### config.mk
export PLATFORM = sky130hd
export DESIGN_NAME = bitsyncBackEnd
export DESIGN_NICKNAME = d
export VERILOG_FILES = /design/src/hw/bitsyncPkg.sv /design/src/hw/ambiguityResolver.sv /design/src/hw/bitsyncBackEnd.sv /design/src/hw/bitsyncRegs.sv /design/src/hw/dacMonitorSelect.sv /design/src/hw/dcOffsetLoop.sv
export SDC_FILE = /design/constraint.sdc
export NUM_CORES = 1
export LEC_CHECK = 0
export BUFFER_PORTS_ARGS = -buffer_cell sky130_fd_sc_hd__buf_2
export CAP_MARGIN = 10
export CORE_UTILIZATION = 52
export DETAILED_ROUTE_END_ITERATION = 6
export PLACE_DENSITY_LB_ADDON = 0.2
export SYNTH_ARGS = -nofsm -noshare
export SYNTH_HDL_FRONTEND = slang
export SYNTH_SLANG_ARGS = --single-unit
### constraint.sdc
create_clock -name clk -period 4.55 [get_ports clk]
set_input_delay 0.2275 -clock clk [delete_from_list [all_inputs] [get_ports clk]]
set_output_delay 0.2275 -clock clk [all_outputs]
set_load 0.02 [all_outputs]
### src/hw/bitsyncPkg.sv
// Bit synchronizer back end shared definitions.
// Sample and loop widths, mode and DAC monitor encodings, the register map
// and the packed structs that carry the bus and symbol streams.
package bitsyncPkg;

    typedef logic signed [17:0] sample_t;
    typedef logic signed [39:0] dcAccum_t;
    typedef logic [4:0]         dcGain_t;
    typedef logic [7:0]         dcTest_t;
    typedef logic [12:0]        busAddr_t;
    typedef logic [31:0]        busData_t;

    // monitor sources, undefined codes fall back to the raw sample.
    typedef enum logic [3:0] {
        DAC_ADC = 4'd0,
        DAC_DC  = 4'd1,
        DAC_SYM = 4'd3
    } dacSel_t;

    typedef enum logic [1:0] {
        MODE_DUAL   = 2'd0,
        MODE_OFFSET = 2'd1,
        MODE_IND    = 2'd2,
        MODE_SINGLE = 2'd3
    } bitsyncMode_t;

    // word address of the register block, low two bits are the index.
    localparam logic [10:0] REGS_BASE = 11'h040;
    localparam logic [1:0]  REG_MODE  = 2'd0;
    localparam logic [1:0]  REG_CH0   = 2'd1;
    localparam logic [1:0]  REG_CH1   = 2'd2;

    // channel configuration word layout.
    localparam int DAC_SEL_LSB    = 0;
    localparam int DC_EN_BIT      = 12;
    localparam int HIGH_Z_BIT     = 13;
    localparam int SINGLE_END_BIT = 14;
    localparam int DC_GAIN_LSB    = 16;
    localparam int DC_TEST_LSB    = 24;

    localparam int DC_TEST_SHIFT = 10;
    localparam int DC_IN_SHIFT   = 16;

    typedef struct packed {
        busAddr_t addr;
        logic     wr0;
        logic     wr1;
        logic     wr2;
        logic     wr3;
        busData_t data;
    } busReq_t;

    typedef struct packed {
        logic    valid;
        sample_t sample;
    } rxSample_t;

    typedef struct packed {
        logic    sym2xEn;
        logic    symEn;
        sample_t symData;
        logic    hardBit;
    } symStream_t;

    typedef struct packed {
        dacSel_t [2:0] dacSel;
        logic          dcRemovalEnable;
        logic          highImpedance;
        logic          singleEnded;
        dcGain_t       dcGain;
        dcTest_t       dcTest;
    } chConfig_t;

    typedef struct packed {
        logic    clkEn;
        sample_t data;
    } dacOut_t;

endpackage

### src/hw/ambiguityResolver.sv
// QPSK/OQPSK phase ambiguity resolution.
// In the dual modes the i/q decision pair is rotated by the 2-bit
// rotation input on each ch0 symbol strobe. Offset QPSK uses the q bit
// from the previous symbol in the quarter turns. Otherwise each
// channel's bit is registered on its own strobe.
`timescale 1ns/1ps

module ambiguityResolver (
    input  logic                     clk,
    input  logic                     rst,
    input  bitsyncPkg::bitsyncMode_t mode,
    input  logic [1:0]               rotation,
    input  bitsyncPkg::symStream_t   sym0,
    input  bitsyncPkg::symStream_t   sym1,
    output logic                     ch0Bit,
    output logic                     ch1Bit
);

    import bitsyncPkg::*;

    logic iBit;
    logic qBit;
    logic qDelay;
    logic qTurn;
    logic rot0Bit;
    logic rot1Bit;

    assign iBit = sym0.hardBit;
    assign qBit = sym1.hardBit;

    // offset qpsk lags q by half a symbol.
    assign qTurn = (mode == MODE_OFFSET) ? qDelay : qBit;

    always_comb begin
        case (rotation)
            2'd0: begin
                rot0Bit = iBit;
                rot1Bit = qBit;
            end
            2'd1: begin
                rot0Bit = qTurn;
                rot1Bit = ~iBit;
            end
            2'd2: begin
                rot0Bit = ~iBit;
                rot1Bit = ~qBit;
            end
            default: begin
                rot0Bit = ~qTurn;
                rot1Bit = iBit;
            end
        endcase
    end

    always_ff @(posedge clk) begin
        if (rst) begin
            ch0Bit <= 1'b0;
            ch1Bit <= 1'b0;
            qDelay <= 1'b0;
        end else if (mode == MODE_DUAL || mode == MODE_OFFSET) begin
            if (sym0.symEn) begin
                ch0Bit <= rot0Bit;
                ch1Bit <= rot1Bit;
                if (mode == MODE_OFFSET) begin
                    qDelay <= qBit;
                end
            end
        end else begin
            if (sym0.symEn) begin
                ch0Bit <= sym0.hardBit;
            end
            if (sym1.symEn) begin
                ch1Bit <= sym1.hardBit;
            end
        end
    end

endmodule

### src/hw/bitsyncBackEnd.sv
// Two-channel PCM bit synchronizer back end.
// Control registers, DC offset loops, ambiguity resolution and the DAC
// monitor outputs. In the synchronous modes the ch1 loop and monitors
// follow the ch0 double-rate strobe.
`timescale 1ns/1ps

module bitsyncBackEnd (
    input  logic                   clk,
    input  logic                   rst,
    input  bitsyncPkg::busReq_t    busReq,
    input  bitsyncPkg::rxSample_t  rx0,
    input  bitsyncPkg::rxSample_t  rx1,
    input  bitsyncPkg::symStream_t sym0,
    input  bitsyncPkg::symStream_t sym1,
    input  logic [1:0]             rotation,
    output bitsyncPkg::busData_t   dout,
    output logic                   asyncMode,
    output bitsyncPkg::sample_t    ch0Offset,
    output bitsyncPkg::sample_t    ch1Offset,
    output logic                   ch0Bit,
    output logic                   ch1Bit,
    output bitsyncPkg::dacOut_t    ch0Dac0,
    output bitsyncPkg::dacOut_t    ch0Dac1,
    output bitsyncPkg::dacOut_t    ch0Dac2,
    output bitsyncPkg::dacOut_t    ch1Dac0,
    output bitsyncPkg::dacOut_t    ch1Dac1,
    output bitsyncPkg::dacOut_t    ch1Dac2,
    output logic                   ch0HighImpedance,
    output logic                   ch0SingleEnded,
    output logic                   ch1HighImpedance,
    output logic                   ch1SingleEnded
);

    import bitsyncPkg::*;

    bitsyncMode_t   mode;
    chConfig_t      ch0Cfg;
    chConfig_t      ch1Cfg;
    logic           ch1DcEn;
    symStream_t     sym1Mon;
    dacOut_t [2:0]  ch0Dac;
    dacOut_t [2:0]  ch1Dac;

    bitsyncRegs u_regs (
        .clk    (clk),
        .rst    (rst),
        .busReq (busReq),
        .dout   (dout),
        .mode   (mode),
        .ch0Cfg (ch0Cfg),
        .ch1Cfg (ch1Cfg)
    );

    assign asyncMode = (mode == MODE_IND) || (mode == MODE_SINGLE);

    // ch1 runs on its own strobe only when the channels are independent.
    assign ch1DcEn = asyncMode ? sym1.sym2xEn : sym0.sym2xEn;

    always_comb begin
        sym1Mon         = sym1;
        sym1Mon.sym2xEn = ch1DcEn;
    end

    dcOffsetLoop u_ch0Dc (
        .clk(clk), .rst(rst), .stepEn(sym0.sym2xEn),
        .sample(rx0.sample), .cfg(ch0Cfg), .offset(ch0Offset)
    );

    dcOffsetLoop u_ch1Dc (
        .clk(clk), .rst(rst), .stepEn(ch1DcEn),
        .sample(rx1.sample), .cfg(ch1Cfg), .offset(ch1Offset)
    );

    ambiguityResolver u_ambiguity (
        .clk(clk), .rst(rst), .mode(mode), .rotation(rotation),
        .sym0(sym0), .sym1(sym1), .ch0Bit(ch0Bit), .ch1Bit(ch1Bit)
    );

    // three monitor DACs per channel.
    for (genvar k = 0; k < 3; k++) begin : g_dac
        dacMonitorSelect u_ch0Mon (
            .clk(clk), .rst(rst), .sel(ch0Cfg.dacSel[k]), .rx(rx0),
            .dcOffset(ch0Offset), .dcEn(sym0.sym2xEn), .sym(sym0), .dac(ch0Dac[k])
        );
        dacMonitorSelect u_ch1Mon (
            .clk(clk), .rst(rst), .sel(ch1Cfg.dacSel[k]), .rx(rx1),
            .dcOffset(ch1Offset), .dcEn(ch1DcEn), .sym(sym1Mon), .dac(ch1Dac[k])
        );
    end

    assign ch0Dac0 = ch0Dac[0];
    assign ch0Dac1 = ch0Dac[1];
    assign ch0Dac2 = ch0Dac[2];
    assign ch1Dac0 = ch1Dac[0];
    assign ch1Dac1 = ch1Dac[1];
    assign ch1Dac2 = ch1Dac[2];

    // analog front end controls.
    assign ch0HighImpedance = ch0Cfg.highImpedance;
    assign ch0SingleEnded   = ch0Cfg.singleEnded;
    assign ch1HighImpedance = ch1Cfg.highImpedance;
    assign ch1SingleEnded   = ch1Cfg.singleEnded;

endmodule

### src/hw/bitsyncRegs.sv
// Bit synchronizer control registers.
// Mode register and one configuration register per channel on the
// processor bus, written byte by byte, with combinational readback.
// Unmapped addresses read as zero.
`timescale 1ns/1ps

module bitsyncRegs (
    input  logic                    clk,
    input  logic                    rst,
    input  bitsyncPkg::busReq_t     busReq,
    output bitsyncPkg::busData_t    dout,
    output bitsyncPkg::bitsyncMode_t mode,
    output bitsyncPkg::chConfig_t   ch0Cfg,
    output bitsyncPkg::chConfig_t   ch1Cfg
);

    import bitsyncPkg::*;

    busData_t   regFile [3];
    logic [1:0] regIdx;
    logic       regSpace;
    logic       regMapped;
    logic [3:0] byteEn;
    logic       regWrite;

    // unpacks a configuration word into its fields.
    function automatic chConfig_t toConfig(busData_t word);
        chConfig_t cfg;
        for (int k = 0; k < 3; k++) begin
            cfg.dacSel[k] = dacSel_t'(word[DAC_SEL_LSB + k*$bits(dacSel_t) +: $bits(dacSel_t)]);
        end
        cfg.dcRemovalEnable = word[DC_EN_BIT];
        cfg.highImpedance   = word[HIGH_Z_BIT];
        cfg.singleEnded     = word[SINGLE_END_BIT];
        cfg.dcGain          = word[DC_GAIN_LSB +: $bits(dcGain_t)];
        cfg.dcTest          = word[DC_TEST_LSB +: $bits(dcTest_t)];
        return cfg;
    endfunction

    // block of four words, only three of them populated.
    assign regIdx    = busReq.addr[3:2];
    assign regSpace  = (busReq.addr[12:4] == REGS_BASE[10:2]);
    assign regMapped = regSpace && (regIdx <= REG_CH1);
    assign byteEn    = {busReq.wr3, busReq.wr2, busReq.wr1, busReq.wr0};
    assign regWrite  = regMapped && (|byteEn);

    always_ff @(posedge clk) begin
        if (rst) begin
            for (int r = 0; r < 3; r++) begin
                regFile[r] <= '0;
            end
        end else if (regWrite) begin
            for (int b = 0; b < 4; b++) begin
                if (byteEn[b]) begin
                    regFile[regIdx][8*b +: 8] <= busReq.data[8*b +: 8];
                end
            end
        end
    end

    // readback mux.
    always_comb begin
        dout = '0;
        if (regMapped) begin
            case (regIdx)
                REG_MODE: dout = regFile[0];
                REG_CH0:  dout = regFile[1];
                REG_CH1:  dout = regFile[2];
                default:  dout = '0;
            endcase
        end
    end

    assign mode   = bitsyncMode_t'(regFile[REG_MODE][1:0]);
    assign ch0Cfg = toConfig(regFile[REG_CH0]);
    assign ch1Cfg = toConfig(regFile[REG_CH1]);

endmodule

### src/hw/dacMonitorSelect.sv
// DAC monitor source selector.
// Registers one internal signal and its strobe for a monitor DAC.
`timescale 1ns/1ps

module dacMonitorSelect (
    input  logic                   clk,
    input  logic                   rst,
    input  bitsyncPkg::dacSel_t    sel,
    input  bitsyncPkg::rxSample_t  rx,
    input  bitsyncPkg::sample_t    dcOffset,
    input  logic                   dcEn,
    input  bitsyncPkg::symStream_t sym,
    output bitsyncPkg::dacOut_t    dac
);

    import bitsyncPkg::*;

    dacOut_t dacNext;

    always_comb begin
        case (sel)
            DAC_DC: begin
                dacNext.data  = dcOffset;
                dacNext.clkEn = dcEn;
            end
            DAC_SYM: begin
                dacNext.data  = sym.symData;
                dacNext.clkEn = sym.sym2xEn;
            end
            // raw sample, also for undefined codes.
            default: begin
                dacNext.data  = rx.sample;
                dacNext.clkEn = rx.valid;
            end
        endcase
    end

    always_ff @(posedge clk) begin
        if (rst) begin
            dac <= '0;
        end else begin
            dac <= dacNext;
        end
    end

endmodule

### src/hw/dcOffsetLoop.sv
// DC offset removal loop for one channel.
// Integrates the incoming sample, scaled down by the configured gain
// exponent, on each step strobe. A nonzero test value overrides the
// offset estimate.
`timescale 1ns/1ps

module dcOffsetLoop (
    input  logic                  clk,
    input  logic                  rst,
    input  logic                  stepEn,
    input  bitsyncPkg::sample_t   sample,
    input  bitsyncPkg::chConfig_t cfg,
    output bitsyncPkg::sample_t   offset
);

    import bitsyncPkg::*;

    logic signed [$bits(sample_t)+DC_IN_SHIFT-1:0] dcIn;
    dcAccum_t dcInExt;
    dcAccum_t step;
    dcAccum_t accum;

    // sample moved up to the loop scale, then sign extended.
    assign dcIn    = {sample, {DC_IN_SHIFT{1'b0}}};
    assign dcInExt = dcIn;
    assign step    = dcInExt >>> cfg.dcGain;

    always_ff @(posedge clk) begin
        if (rst || !cfg.dcRemovalEnable) begin
            accum <= '0;
        end else if (stepEn) begin
            accum <= accum + step;
        end
    end

    // top bits of the accumulator are the estimate.
    always_comb begin
        if (cfg.dcTest != '0) begin
            offset = {cfg.dcTest, {DC_TEST_SHIFT{1'b0}}};
        end else begin
            offset = accum[$bits(dcAccum_t)-1 -: $bits(sample_t)];
        end
    end

endmodule

==> metrics.cfg <==
[logic_synthesis]
syn_inst = 2489
synthTopCellsByArea = dfxtp_1 (21%), edfxtp_1 (15%), nand2_1 (8.3%)
synthesis.area_mm2 = 0.01922
synthTopCellsByCount = nand2_1 (424), nor2_1 (270), a21oi_1 (234)
synth_edf_count = 96
synth_area_per_cell_um2 = 7.723
yosys_warnings = 0
synthArstFlopShare_pct = 0
ys_seq_elements = 293
yosysUniqueCellTypes = 67
synth_flop_cell = dfxtp_1
yosysMostFrequentCell = nand2_1
synth_top_area_share_pct = 20.52
yosysSeqAreaShare_pct = 35.51
synthesis.nets = 2702
synth_area_leader_cell = dfxtp_1

[placed_design]
gp_congestion = 0.9802
dpl_cell_area_mm2 = 0.02197
place_hpwl_mm = 52.20
place_inst = 3265
portBuffers = 319

[timing]
max-slew-margin-rel_pct = 23.58
drv_slew = 0
period_minus_slack_ps = 4413
setup_viol = 0
hold_viol = 0
worstMarginPinSlew_ps = 1146
rsz0062_at_grt = true
whs_ps = 15.57
max_freq_mhz = 226.6
min_period_over_period_pct = 96.99
clock_skew_ps = 21.20

[worst_setup_path]
worstPathRequired_ps = 5040
cp-end-kind = register
critPathMaxFanout = 19
r2r_slack_ps = 140
crit_arrival_ps = 4900
rr_startpoint = u_regs.regFile[1][16]
r2r-end = u_ch0Dc.accum[38]
start_kind = register
crit_end = u_ch0Dc.accum[38]
worst-setup-path-type = reg -> reg
rr_worst_depth = 17
startpoint = u_regs.regFile[1][16]

[drt]
drt_iter0_drc = 1667
dr.pass1.iters = 6
wirelength_mm = 70.08
antenna_left = 0
viasPerCell = 5.952
num_vias = 20160
wire_per_inst_um = 20.69
route.detailed.drc = 0

[floorplan]
die_height_um = 194.3
core_mm2 = 0.03652
pin_count = 322
die_w_um = 194.3
rows = 70
start_util_pct = 52.63
die-area_mm2 = 0.03774

[clock_network]
cts.sinks = 293
htreeDepth = 2
cts_buffer_depth = 3
clock-root-buffer = clkbuf_16
clkTransAtPathRegs_ps = 60
clock_latency_ps = 550
cts_tree = built
cts_buffers = 36

[pwr]
powerDensity_mw_per_mm2 = 328.2
total_power_mw = 7.851
vdd_drop_max_v = 0.0003359
leakage_nw = 10.93

[grt]
grt_usage_pct = 36.13
grt_first_pass_wirelength_mm = 106.6
grt_max_degree = 102
grt.overflow.total = 0
grt_pass1_vias = 18760
antenna_found_initial = 3

[final_layout]
nets = 3102
drive_gt1_share_pct = 21.78
fin_area_mm2 = 0.02392
nFillCells = 3232
fin_cells = 3387
area_delta_synth_final_pct = 24.46

[worst_hold_path]
hold_path_class = in -> reg

[outcome]
status = complete, no violations

[run]
maxCapViolCount = 0

through the flow:
stage / setup TNS, ps / utilization [%] / worst slack [ps]
6_report: 0 / 65.51 / 136.7
5_1_grt: -172.7 / 65.49 / -44.60
4_1_cts: 0 / 64.80 / 35.01
3_5_place_dp: -18.27 / 60.14 / -18.27
3_3_place_gp: 0 / 60.14 / 128.1
2_1_floorplan: 0 / - / 75.99
how the worst min path moves through the flow:
stage	from	endpoint	slack (ps)	cells past startpoint
2_1_floorplan	rx0[10]	g_dac[0].u_ch0Mon.dac[10]	360	2
3_3_place_gp	u_ambiguity.qDelay	u_ambiguity.qDelay	440	2
3_5_place_dp	u_ch1Dc.accum[21]	u_ch1Dc.accum[21]	450	2
4_1_cts	busReq[8]	u_regs.regFile[2][8]	0.9	2
5_1_grt	busReq[8]	u_regs.regFile[2][8]	10	2
6_report	busReq[8]	u_regs.regFile[2][8]	20	2
layout make-up:
cell class / instances / area, um2 / area share [%]
tap: 468 / 585.6 / 2.448
antenna: 4 / 10.01 / 0.04184
inverter: 63 / 236.5 / 0.9884
multi-input combinational: 1967 / 11730 / 49.01
clock buffer: 50 / 1066 / 4.456
sequential: 293 / 6827 / 28.53
timing repair buffer: 528 / 3299 / 13.79
clock inverter: 14 / 173.9 / 0.7270
per-layer routing:
layer	routed length, um	global-route usage (%)	vias up
met5	0	0	-
met3	5674	5.149	168
met1	28310	46.41	9441
li1	-	-	9539
met2	33040	60.30	1011
met4	3062	16.11	0
state kept, by name, indices dropped and copies added, names as in the netlist:
register / flops
u_ambiguity.qDelay: 1
u_ambiguity.ch1Bit: 1
u_ambiguity.ch0Bit: 1
g_dac.u_ch1Mon.dac: 57
g_dac.u_ch0Mon.dac: 57
u_regs.regFile: 96
u_ch1Dc.accum: 40
u_ch0Dc.accum: 40
where the power goes:
group | internal, mW | total [mW] | leakage [nW] | switching [mW]
clock | 1.82 | 3.00 | 0.600 | 1.19
combinational | 0.747 | 1.91 | 7.79 | 1.16
sequential | 2.85 | 2.94 | 2.54 | 0.0893
total | 5.41 | 7.85 | 10.9 | 2.44
worst max-delay path: stages (launching register included):
cell       delay [ps]
edfxtp_1          370
buf_12            190
buf_4             160
mux4_2            530
nand2_1            90
nand2_1           100
mux2i_2           230
o22ai_2           130
ha_1              370
a21oi_2            80
nand4b_1          270
a2111oi_4         470
o21ai_2           130
a31oi_1           260
o21ai_1           150
o31a_1            320
or4_1             400
nand3_1            90
what timing repair did:
item | in CTS | in global routing
gates resized for setup | 1 | 56
pin swaps | 0 | 16
buffers inserted | 0 | 8
setup endpoints to repair | 1 | 24
hold endpoints to repair | 102 | 0
hold buffers | 46 | 0
cells in the final DEF, fill, tap and decap left out, types with 7 or more instances in the layout:
cell type      count
o21ai_0          213
o21a_1            17
dfxtp_1          197
mux2_2            17
edfxtp_1          96
inv_1             58
xnor2_1           44
nor3_1            20
buf_2            318
ha_1              77
buf_4            162
a31oi_1           13
nand2_1          424
a211oi_1          24
mux2i_1           90
nand4_1           23
o211ai_1          65
dlygate4sd3_1     46
nor2_1           270
xor2_1            24
nand2b_1          19
and2_1           110
nor2b_1           16
a21oi_2           13
a21oi_1          223
clkbuf_8           7
and3_1            12
o22ai_1           15
or2_2             14
clkbuf_16         38
nand3_1           46
o21ai_1           18
a21o_1            48
cell families after synthesis:
kind of cell             share of synthesized area [%]
AO/OA/AOI/OAI                                    22.23
AND/OR/NAND/NOR                                  22.80
adder cells (fa/ha/maj)                          5.285
buffers and inverters                            4.485
XOR/XNOR                                         3.098
multiplexers                                     6.594
flip-flops                                       35.51
No activity file was read; power rests on OpenSTA's default activity.
